File: src/spi_pkg.sv
// SPI master shared definitions
`default_nettype none

package spi_pkg;

    // SPI word and slave select sizing.
    localparam int DATA_W      = 8;
    localparam int SLAVE_COUNT = 4;
    localparam int SEL_W       = $clog2(SLAVE_COUNT);

    // APB bus sizing.
    localparam int APB_AW = 4;
    localparam int APB_DW = 32;

    // One queued transfer request.
    typedef struct packed {
        logic [SEL_W-1:0]  sel;    // Target slave index.
        logic [DATA_W-1:0] tx;     // Word shifted out on mosi.
    } spi_cmd_t;

    // One completed transfer result.
    typedef struct packed {
        logic [SEL_W-1:0]  sel;    // Slave the word came from.
        logic [DATA_W-1:0] rx;     // Word shifted in from miso.
    } spi_rx_t;

    // Register map offsets.
    localparam logic [APB_AW-1:0] REG_TXCMD  = 4'h0;    // Write only.
    localparam logic [APB_AW-1:0] REG_RXDATA = 4'h4;    // Read pops the receive FIFO.
    localparam logic [APB_AW-1:0] REG_STATUS = 4'h8;    // Read only.

    // Bit positions inside the status register.
    localparam int ST_CMD_FULL  = 0;
    localparam int ST_CMD_EMPTY = 1;
    localparam int ST_RX_FULL   = 2;
    localparam int ST_RX_EMPTY  = 3;
    localparam int ST_BUSY      = 4;

endpackage

`default_nettype wire

File: src/apb_spi_regs.sv
// APB register block for the SPI master
`timescale 1ns/10ps
`default_nettype none

module apb_spi_regs (
    input  logic                               clk,
    input  logic                               rst_n,

    input  logic                               psel,
    input  logic                               penable,
    input  logic                               pwrite,
    input  logic [spi_pkg::APB_AW-1:0]         paddr,
    input  logic [spi_pkg::APB_DW-1:0]         pwdata,
    output logic [spi_pkg::APB_DW-1:0]         prdata,
    output logic                               pready,
    output logic                               pslverr,

    output logic                               cmd_push,
    output spi_pkg::spi_cmd_t                  cmd_data,
    input  logic                               cmd_full,
    input  logic                               cmd_empty,

    output logic                               rx_pop,
    input  spi_pkg::spi_rx_t                   rx_data,
    input  logic                               rx_full,
    input  logic                               rx_empty,

    input  logic                               busy
);

    localparam int CMD_W = $bits(spi_pkg::spi_cmd_t);
    localparam int RX_W  = $bits(spi_pkg::spi_rx_t);

    logic                       access;
    logic                       hit_txcmd;
    logic                       hit_rxdata;
    logic                       hit_status;
    logic                       wr_txcmd;
    logic                       rd_rxdata;
    logic                       rd_status;
    logic [spi_pkg::APB_DW-1:0] status_word;

    assign access = psel && penable;    // Access phase, always a single cycle.

    assign hit_txcmd  = (paddr == spi_pkg::REG_TXCMD);
    assign hit_rxdata = (paddr == spi_pkg::REG_RXDATA);
    assign hit_status = (paddr == spi_pkg::REG_STATUS);

    assign wr_txcmd  = access && pwrite && hit_txcmd;
    assign rd_rxdata = access && !pwrite && hit_rxdata;
    assign rd_status = access && !pwrite && hit_status;

    // A full command FIFO drops the write.
    assign cmd_push = wr_txcmd && !cmd_full;
    assign cmd_data = spi_pkg::spi_cmd_t'(pwdata[CMD_W-1:0]);

    assign rx_pop = rd_rxdata && !rx_empty;

    assign pready = 1'b1;

    // Anything that is not one of the three legal accesses is an error.
    assign pslverr = access && !(cmd_push || rx_pop || rd_status);

    always_comb begin
        status_word                        = '0;
        status_word[spi_pkg::ST_CMD_FULL]  = cmd_full;
        status_word[spi_pkg::ST_CMD_EMPTY] = cmd_empty;
        status_word[spi_pkg::ST_RX_FULL]   = rx_full;
        status_word[spi_pkg::ST_RX_EMPTY]  = rx_empty;
        status_word[spi_pkg::ST_BUSY]      = busy;
    end

    always_comb begin
        prdata = '0;
        if (rx_pop) begin
            prdata = {{(spi_pkg::APB_DW - RX_W){1'b0}}, rx_data};
        end else if (rd_status) begin
            prdata = status_word;
        end
    end

endmodule

`default_nettype wire

File: src/spi_fifo.sv
// Synchronous FIFO with typed payload
`timescale 1ns/10ps
`default_nettype none

module spi_fifo #(
    parameter type T     = logic [7:0],
    parameter int  DEPTH = 4
) (
    input  logic                   clk,
    input  logic                   rst_n,
    input  logic                   push,
    input  T                       wdata,
    input  logic                   pop,
    output T                       rdata,
    output logic                   full,
    output logic                   empty,
    output logic [$clog2(DEPTH):0] count
);

    localparam int AW = $clog2(DEPTH);
    localparam int CW = AW + 1;

    T              mem [DEPTH];
    logic [AW-1:0] wr_ptr;
    logic [AW-1:0] rd_ptr;
    logic          do_push;
    logic          do_pop;
    logic [CW-1:0] count_next;

    assign do_push = push && !full;    // Overflow is dropped.
    assign do_pop  = pop && !empty;
    assign rdata   = mem[rd_ptr];      // Head is always visible.

    always_comb begin
        count_next = count;
        if (do_push && !do_pop) begin
            count_next = count + 1'b1;
        end else if (do_pop && !do_push) begin
            count_next = count - 1'b1;
        end
    end

    always_ff @(posedge clk or negedge rst_n) begin
        if (!rst_n) begin
            wr_ptr <= '0;
            rd_ptr <= '0;
            count  <= '0;
            full   <= 1'b0;
            empty  <= 1'b1;
        end else begin
            if (do_push) begin
                wr_ptr <= wr_ptr + 1'b1;    // Power of two depth wraps on its own.
            end
            if (do_pop) begin
                rd_ptr <= rd_ptr + 1'b1;
            end
            count <= count_next;
            full  <= (count_next == CW'(DEPTH));
            empty <= (count_next == '0);
        end
    end

    always_ff @(posedge clk) begin
        if (do_push) begin
            mem[wr_ptr] <= wdata;
        end
    end

endmodule

`default_nettype wire

File: src/spi_master_engine.sv
// SPI mode 0 transfer engine
`timescale 1ns/10ps
`default_nettype none

module spi_master_engine #(
    parameter int CLK_DIV = 2
) (
    input  logic                            clk,
    input  logic                            rst_n,

    input  spi_pkg::spi_cmd_t               cmd,
    input  logic                            cmd_empty,
    output logic                            cmd_pop,

    output logic                            rx_push,
    output spi_pkg::spi_rx_t                rx_word,
    input  logic                            rx_full,

    output logic                            busy,

    output logic                            sclk,
    output logic [spi_pkg::SLAVE_COUNT-1:0] cs_n,
    output logic                            mosi,
    input  logic [spi_pkg::SLAVE_COUNT-1:0] miso
);

    localparam int DIV_W = $clog2(CLK_DIV + 1);
    localparam int CNT_W = $clog2(spi_pkg::DATA_W);
    localparam logic [spi_pkg::SLAVE_COUNT-1:0] CS_ONE = 1;

    logic [DIV_W-1:0]          div_cnt;
    logic [CNT_W-1:0]          bit_cnt;
    logic [spi_pkg::SEL_W-1:0] sel_q;
    logic [spi_pkg::DATA_W-1:0] shreg;
    logic                      start;
    logic                      half_done;
    logic                      last_bit;

    // Hold off while the previous result is still being written.
    assign start     = !busy && !rx_push && !cmd_empty && !rx_full;
    assign cmd_pop   = start;
    assign half_done = busy && (div_cnt == DIV_W'(CLK_DIV - 1));
    assign last_bit  = (bit_cnt == CNT_W'(spi_pkg::DATA_W - 1));

    assign rx_word.sel = sel_q;
    assign rx_word.rx  = shreg;    // Stable until the next pop.

    always_ff @(posedge clk or negedge rst_n) begin
        if (!rst_n) begin
            busy    <= 1'b0;
            sclk    <= 1'b0;
            cs_n    <= '1;
            mosi    <= 1'b0;
            rx_push <= 1'b0;
            div_cnt <= '0;
            bit_cnt <= '0;
        end else begin
            rx_push <= 1'b0;
            if (start) begin
                busy    <= 1'b1;
                sclk    <= 1'b0;
                cs_n    <= ~(CS_ONE << cmd.sel);
                mosi    <= cmd.tx[spi_pkg::DATA_W-1];    // MSB is out before the first edge.
                div_cnt <= '0;
                bit_cnt <= '0;
            end else if (busy) begin
                if (half_done) begin
                    div_cnt <= '0;
                    if (!sclk) begin
                        sclk <= 1'b1;
                    end else begin
                        sclk <= 1'b0;
                        if (last_bit) begin
                            busy    <= 1'b0;
                            cs_n    <= '1;
                            mosi    <= 1'b0;
                            rx_push <= 1'b1;
                        end else begin
                            bit_cnt <= bit_cnt + 1'b1;
                            mosi    <= shreg[spi_pkg::DATA_W-1];    // Next bit on the falling edge.
                        end
                    end
                end else begin
                    div_cnt <= div_cnt + 1'b1;
                end
            end
        end
    end

    // Transmit bits leave at the top while received bits enter at the bottom.
    always_ff @(posedge clk) begin
        if (start) begin
            sel_q <= cmd.sel;
            shreg <= cmd.tx;
        end else if (half_done && !sclk) begin
            shreg <= {shreg[spi_pkg::DATA_W-2:0], miso[sel_q]};
        end
    end

endmodule

`default_nettype wire

File: src/spi_master_top.sv
// SPI master subsystem top level
`timescale 1ns/10ps
`default_nettype none

module spi_master_top #(
    parameter int CLK_DIV   = 2,
    parameter int CMD_DEPTH = 4,
    parameter int RX_DEPTH  = 4
) (
    input  logic                            clk,
    input  logic                            rst_n,

    input  logic                            psel,
    input  logic                            penable,
    input  logic                            pwrite,
    input  logic [spi_pkg::APB_AW-1:0]      paddr,
    input  logic [spi_pkg::APB_DW-1:0]      pwdata,
    output logic [spi_pkg::APB_DW-1:0]      prdata,
    output logic                            pready,
    output logic                            pslverr,

    output logic                            sclk,
    output logic [spi_pkg::SLAVE_COUNT-1:0] cs_n,
    output logic                            mosi,
    input  logic [spi_pkg::SLAVE_COUNT-1:0] miso
);

    logic              cmd_push;
    logic              cmd_pop;
    logic              cmd_full;
    logic              cmd_empty;
    spi_pkg::spi_cmd_t cmd_wdata;
    spi_pkg::spi_cmd_t cmd_rdata;
    logic              rx_push;
    logic              rx_pop;
    logic              rx_full;
    logic              rx_empty;
    spi_pkg::spi_rx_t  rx_wdata;
    spi_pkg::spi_rx_t  rx_rdata;
    logic              busy;

    apb_spi_regs i_regs (
        .clk       (clk),
        .rst_n     (rst_n),
        .psel      (psel),
        .penable   (penable),
        .pwrite    (pwrite),
        .paddr     (paddr),
        .pwdata    (pwdata),
        .prdata    (prdata),
        .pready    (pready),
        .pslverr   (pslverr),
        .cmd_push  (cmd_push),
        .cmd_data  (cmd_wdata),
        .cmd_full  (cmd_full),
        .cmd_empty (cmd_empty),
        .rx_pop    (rx_pop),
        .rx_data   (rx_rdata),
        .rx_full   (rx_full),
        .rx_empty  (rx_empty),
        .busy      (busy)
    );

    spi_fifo #(
        .T     (spi_pkg::spi_cmd_t),
        .DEPTH (CMD_DEPTH)
    ) cmd_fifo (
        .clk   (clk),
        .rst_n (rst_n),
        .push  (cmd_push),
        .wdata (cmd_wdata),
        .pop   (cmd_pop),
        .rdata (cmd_rdata),
        .full  (cmd_full),
        .empty (cmd_empty),
        .count ()
    );

    spi_fifo #(
        .T     (spi_pkg::spi_rx_t),
        .DEPTH (RX_DEPTH)
    ) rx_fifo (
        .clk   (clk),
        .rst_n (rst_n),
        .push  (rx_push),
        .wdata (rx_wdata),
        .pop   (rx_pop),
        .rdata (rx_rdata),
        .full  (rx_full),
        .empty (rx_empty),
        .count ()
    );

    spi_master_engine #(
        .CLK_DIV (CLK_DIV)
    ) i_engine (
        .clk       (clk),
        .rst_n     (rst_n),
        .cmd       (cmd_rdata),
        .cmd_empty (cmd_empty),
        .cmd_pop   (cmd_pop),
        .rx_push   (rx_push),
        .rx_word   (rx_wdata),
        .rx_full   (rx_full),
        .busy      (busy),
        .sclk      (sclk),
        .cs_n      (cs_n),
        .mosi      (mosi),
        .miso      (miso)
    );

endmodule

`default_nettype wire

File: config.mk
export PLATFORM = sky130hd
export DESIGN_NAME = spi_master_top
export DESIGN_NICKNAME = d
export VERILOG_FILES = /design/src/spi_pkg.sv /design/src/apb_spi_regs.sv /design/src/spi_fifo.sv /design/src/spi_master_engine.sv /design/src/spi_master_top.sv
export SDC_FILE = /design/constraint.sdc
export NUM_CORES = 1
export LEC_CHECK = 0
export BUFFER_PORTS_ARGS = -buffer_cell sky130_fd_sc_hd__buf_2
export CAP_MARGIN = 20
export CORE_AREA = 4 4 127 80
export DETAILED_ROUTE_END_ITERATION = 7
export DIE_AREA = 0 0 131 84
export PLACE_DENSITY = 0.82
export SYNTH_ARGS = -nofsm -noshare
export SYNTH_HDL_FRONTEND = slang
export SYNTH_SLANG_ARGS = --single-unit
export TNS_END_PERCENT = 10
File: constraint.sdc
create_clock -name clk -period 10.1 [get_ports clk]
set_clock_uncertainty 0.15 [all_clocks]
set_input_delay 3.03 -clock clk [delete_from_list [all_inputs] [get_ports clk]]
set_output_delay 3.03 -clock clk [all_outputs]
set_load 0.05 [all_outputs]
### Word level (Yosys, flattened, before mapping)

Memories as Yosys holds them, arrays and structs flattened.
Index checks and enable logic that the tools add are counted.

* word-level logic and storage cells: 136
* bits in registers: 41
* memory bits (writable): 80
* memories: 2
* input port bits: 45

* reductions and logical operators: 49
* eq/ne operators: 7
* $add $sub $neg: 10
* shifts and indexed selects: 1
* $lt $le $gt $ge: 1
* bitwise logic cells: 1
* multiplexer cells: 46

Memories
* cmd_fifo.mem: words 4, width 10, rd ports 1, clocked after memory_dff 0, write ports 1, RTL line spi_fifo.sv:23 `T mem [DEPTH];`
* rx_fifo.mem: words 4, width 10, rd ports 1, clocked after memory_dff 0, write ports 1, RTL line spi_fifo.sv:23

Operator list (number)
* 32-bit two-way mux: 1
* 3-bit two-way mux: 9
* 1-bit two-way mux: 24
* 1-bit logical AND: 22
* 4-bit two-way mux: 5
* 8-bit two-way mux: 2
* 1-bit logical NOT: 13
* 2-bit by 1-bit adder with 2-bit output, second input constant: 5
* 2-bit nonzero test: 5
* 3-bit by 1-bit adder with 3-bit output, second input constant: 3
* 3-bit == test, second input constant: 3
* 4-bit AND reduction: 2
* 3-bit logical NOT: 2
* 2-bit two-way mux: 3
* 3-bit by 1-bit subtractor with 3-bit output, second input constant: 2
* 5-bit two-way mux: 1
* 4-bit by 3-bit == test with 1-bit output, second input constant: 1
* 4-bit == test, second input constant: 1
* 4-bit logical NOT: 1
* 4-bit inverter: 1
* 1-bit by 2-bit left shift with 4-bit output, first input constant: 1
* 2-bit by 3-bit less-than comparator with 1-bit output, second input constant: 1
* 3-bit AND reduction: 1
* 1-bit binary-select mux with 2-bit select: 1
* 4 further kinds: 5

### Depth between registers and ports, before layout

* word-level depth: 10
* mapped depth: 6
* depth with buffers taken out: 6

### Modules after synthesis

Synthesis repeated with hierarchy kept, for this count alone.

* cells, all modules: 368
* area total of the unflattened synthesis: 5510.3 sq um

Modules (own cells, without submodules)
* spi_fifo at cmd_fifo: times used 1, cells each 107, area an instance 2014.4 sq um
* spi_fifo at rx_fifo: times used 1, cells each 107, area an instance 2013.2 sq um
* spi_master_engine: times used 1, cells each 93, area an instance 1036.0 sq um
* apb_spi_regs: times used 1, cells each 61, area an instance 446.7 sq um

### Worst setup path after synthesis

No wires, ideal clock.

* kind: input-to-output
* from: input port paddr[0] in the netlist's numbering
* to: output port pslverr
* slack: 1.622 ns
* arrival: 5.298 ns
* stages on the path: 5
* cell sequence: nand4bb_2 clkbuf_1 nor2_1 clkbuf_1 nor4_1

* cells in the longest elaborated chain, start to end: 7
* elaborated cells on any way between the ends: 12
* those cells by class: 2 x eq/ne; 10 x reduce/logical

RTL lines
* from (decl): RTL line spi_master_top.sv:16 `input logic [spi_pkg::APB_AW-1:0] paddr,`
* 4-bit by 3-bit == test with 1-bit output / 4-bit logical NOT (equally long branches): RTL line apb_spi_regs.sv:46, apb_spi_regs.sv:45
* 1-bit logical AND, on equally long branches: RTL line apb_spi_regs.sv:50, apb_spi_regs.sv:49
* 1-bit logical AND, on equally long branches: RTL line apb_spi_regs.sv:57, apb_spi_regs.sv:54
* 1-bit logical OR: RTL line apb_spi_regs.sv:62 `assign pslverr = access && !(cmd_push || rx_pop || rd_status);`
* 1-bit logical OR (*): RTL line apb_spi_regs.sv:62
* 1-bit logical NOT (*): RTL line apb_spi_regs.sv:62
* 1-bit logical AND (*): RTL line apb_spi_regs.sv:62
* to (decl): RTL line spi_master_top.sv:20 `output logic pslverr,`

Mark *: on every way between the ends. The rest lies on a longest branch, timed or not.

### Worst setup path in the final report

* from: input port paddr[0] in the netlist's numbering
* to: output port prdata[4] in the netlist's numbering

* cells in the longest elaborated chain, start to end: 4
* elaborated cells on any way between the ends: 7
* those cells by class: 2 x eq/ne; 2 x mux; 3 x reduce/logical

RTL lines
* 4-bit == test / 4-bit by 3-bit == test with 1-bit output (equally long branches): RTL line apb_spi_regs.sv:47, apb_spi_regs.sv:46
* 1-bit logical AND, on equally long branches: RTL line apb_spi_regs.sv:51, apb_spi_regs.sv:50
* 5-bit two-way mux / 1-bit logical AND (equally long branches): RTL line apb_spi_regs.sv:77, apb_spi_regs.sv:57
* 32-bit two-way mux (*): RTL line apb_spi_regs.sv:75 `if (rx_pop) begin`
* to (decl): RTL line spi_master_top.sv:18 `output logic [spi_pkg::APB_DW-1:0] prdata,`

Marks and branches as above.

==> results_dict.tcl <==
set metrics [dict create \
    status "complete, no violations" \
    initial_core_util 0.587 \
    power_leakage_nw 2.35 \
    place_congestion 0.763 \
    drcViolationCount 0 \
    avgSynthCellArea_sq_um 15.3 \
    synth_area_leaders "edfxtp_1 51%, dfrtp_1 12%, mux4_2 8.9%" \
    firstDrtPassIters 4 \
    area_delta_synth_final_pct 16.4 \
    synth_warnings 0 \
    dieArea_sq_um 11000 \
    diodes 0 \
    cp.arrival_ns 5.03 \
    synth_cell_types 47 \
    core-area_sq_um 9020 \
    wl_per_cell_um 19.6 \
    numCtsBuffers 17 \
    cts_tree "yes" \
    drtIter0Drc 292 \
    grt_setup_unrepaired "no" \
    grt_pass1_wl_mm 16.5 \
    ctsResizeCount 0 \
    fin_crit_sh 0.812 \
    crit-reg2reg-launch "rx_fifo.full$_DFF_PN0_" \
    synth_area_sq_um 5290 \
    power_density_nw_per_um2 280 \
    dp_hpwl_mm 6.89 \
    synthDominantCellAreaShare 0.511 \
    cts_buffer_depth 2 \
    finalPower_mw 1.72 \
    path_class "in2out" \
    syn_inst 346 \
    hold_class "reg2reg" \
    grt.overflow.total 0 \
    fp.dieW_um 131 \
    insertion_delay_ns 0.42 \
    hold_buffers 0 \
    avgViaCountPerCell 5.80 \
    port_buffers 39 \
    max_cap_viol_count 0 \
    fp.dieH_um 84 \
    final_nets 452 \
    setup-tns-final_ns 0 \
    grt_pass1_vias 3016 \
    synth_async_sr_flop_share 0.256 \
    required_ns 6.92 \
    fp-row-count 27 \
    grt_max_degree 32 \
    vias 3028 \
    cts_setup_buffers 0 \
    fmax_ghz 0.122 \
    yosysSeqAreaShare 0.659 \
    h-tree-depth 4 \
    cp-startpoint "paddr[0]" \
    ys_seq_elements 121 \
    peakVddDrop_mv 0.202 \
    grt_use_total 0.207 \
    root_buffer "clkbuf_16" \
    antenna_found_initial 0 \
    ioPinCount 85 \
    hold_violations 0 \
    ys_top_cells_by_count "90 x edfxtp_1, 35 x nand2_1, 25 x dfrtp_1" \
    yosysTopAreaCell "edfxtp_1" \
    synth.most_common_cell "edfxtp_1" \
    worst_slew_pin_slew_ns 0.958 \
    final_max_slew_viol_count 0 \
    clkSinkCount 121 \
    cts.clk_slew.worst_paths_ns 0.05 \
    critPathCaptureType "output pin" \
    period_minus_slack_ns 8.21 \
    synth-edff-count 90 \
    drtAntennaViolNets 0 \
    ys.flop_type "edfxtp_1" \
    min-delay-start "i_engine.shreg[4]$_DFFE_PP_" \
    wirelength_mm 10.2 \
    slew_headroom 0.360 \
    crit_fanout 13 \
    setup-violations-final 0 \
    drive_gt1_frac 0.266 \
    critPathLaunchType "input pin" \
]
-- power by group --
group	internal (mW)	leakage, nW	switching, mW	total [mW]
Clock	0.445	0.311	0.209	0.655
Sequential	0.642	1.19	0.0883	0.730
Combinational	0.138	0.851	0.199	0.337
Total	1.23	2.35	0.496	1.72
-- sequential cells by signal, summed over array words and instances, names as in the netlist --
| register | cells |
|---|---|
| rx_fifo.count | 3 |
| i_engine.sel_q | 2 |
| rx_fifo.wr_ptr | 2 |
| i_engine.sclk | 1 |
| i_engine.busy | 1 |
| cmd_fifo.rd_ptr | 2 |
| i_engine.shreg | 8 |
| i_engine.rx_push | 1 |
| cmd_fifo.wr_ptr | 2 |
| rx_fifo.mem | 40 |
| i_engine.cs_n | 4 |
| rx_fifo.empty | 1 |
| i_engine.div_cnt | 2 |
| cmd_fifo.mem | 40 |
| i_engine.mosi | 1 |
| cmd_fifo.full | 1 |
| rx_fifo.full | 1 |
| i_engine.bit_cnt | 3 |
| cmd_fifo.count | 3 |
| rx_fifo.rd_ptr | 2 |
| cmd_fifo.empty | 1 |
-- area by class of cell --
cell class                      count  area, sq um
Multi-Input combinational cell    199         1600
Clock inverter                     10          164
Inverter                           13         61.3
Clock buffer                       22          494
Tap cell                          116          145
Timing Repair Buffer               41          205
Sequential cell                   121         3490
Fill cell                         592         2860
-- per-stage QoR --
step / setup WS, ns / utilization / instance area [sq um] / cells / hold WS (ns)
floorplan: 1.62 / - / 5370 / 367 / 0.324
global placement: 1.87 / 0.609 / 5490 / 488 / 0.355
detailed placement: 1.89 / 0.609 / 5490 / 488 / 0.365
CTS: 1.76 / 0.682 / 6150 / 520 / 0.379
global route: 1.81 / 0.683 / 6160 / 522 / 0.419
finish: 1.89 / 0.683 / 6160 / 522 / 0.370
-- critical path: stages --
cell and delay, ns:
buf_2 0.10, nand4bb_2 0.49, nor2_1 0.84, a22o_1 0.28, buf_2 0.27
-- kinds of logic (layout without fill, tap and decap cells) --
group                      after synthesis  in the layout  share of synthesized area
DFF                                    121            121                      0.659
other                                    2             23                    0.00142
AOI/OAI and AO/OA                       36             36                     0.0487
muxes                                   21             21                     0.0894
adders and majority gates               14             14                     0.0331
buffers and inverters                   47             86                     0.0534
xor gates and xnor gates                11             11                     0.0182
and+or+nand+nor                         94             94                     0.0972
-- layout by cell type (no fill, tap or decap), types with 11 or more instances in the layout --
| cell type | netlist | final |
|---|---|---|
| dfrtp_1 | 25 | 25 |
| conb_1 | 2 | 23 |
| edfxtp_1 | 90 | 90 |
| xnor2_1 | 11 | 11 |
| ha_1 | 14 | 14 |
| nand2_1 | 35 | 35 |
| mux4_2 | 21 | 21 |
| clkbuf_16 | 0 | 17 |
| buf_2 | 0 | 39 |
| nor2_1 | 17 | 17 |
| inv_1 | 12 | 12 |
-- path summary, 6_finish.rpt --
kind / slack [ns] / cells past startpoint / endpoint
worst max-delay path: 1.89 / 5 / prdata[4]
worst min-delay path: 0.37 / 0 / rx_fifo.mem[0][4]$_DFFE_PP_
worst max register to register: 7.75 / 4 / rx_fifo.full$_DFF_PN0_
worst min register to register: 0.37 / 0 / rx_fifo.mem[0][4]$_DFFE_PP_
max in group asynchronous: 6.75 / 1 / i_engine.mosi$_DFFE_PN0P_
min in group asynchronous: 2.54 / 1 / cmd_fifo.count[0]$_DFF_PN0_
-- per-layer routing --
metal | share of wire | track usage | routed length (um)
met1 | 0.43 | 0.282 | 4400
met2 | 0.49 | 0.302 | 5050
met3 | 0.063 | 0.0799 | 640
met4 | 0.013 | 0.0784 | 134
met5 | 0 | 0 | 0
Note: power is estimated with default switching activity, not from simulation.
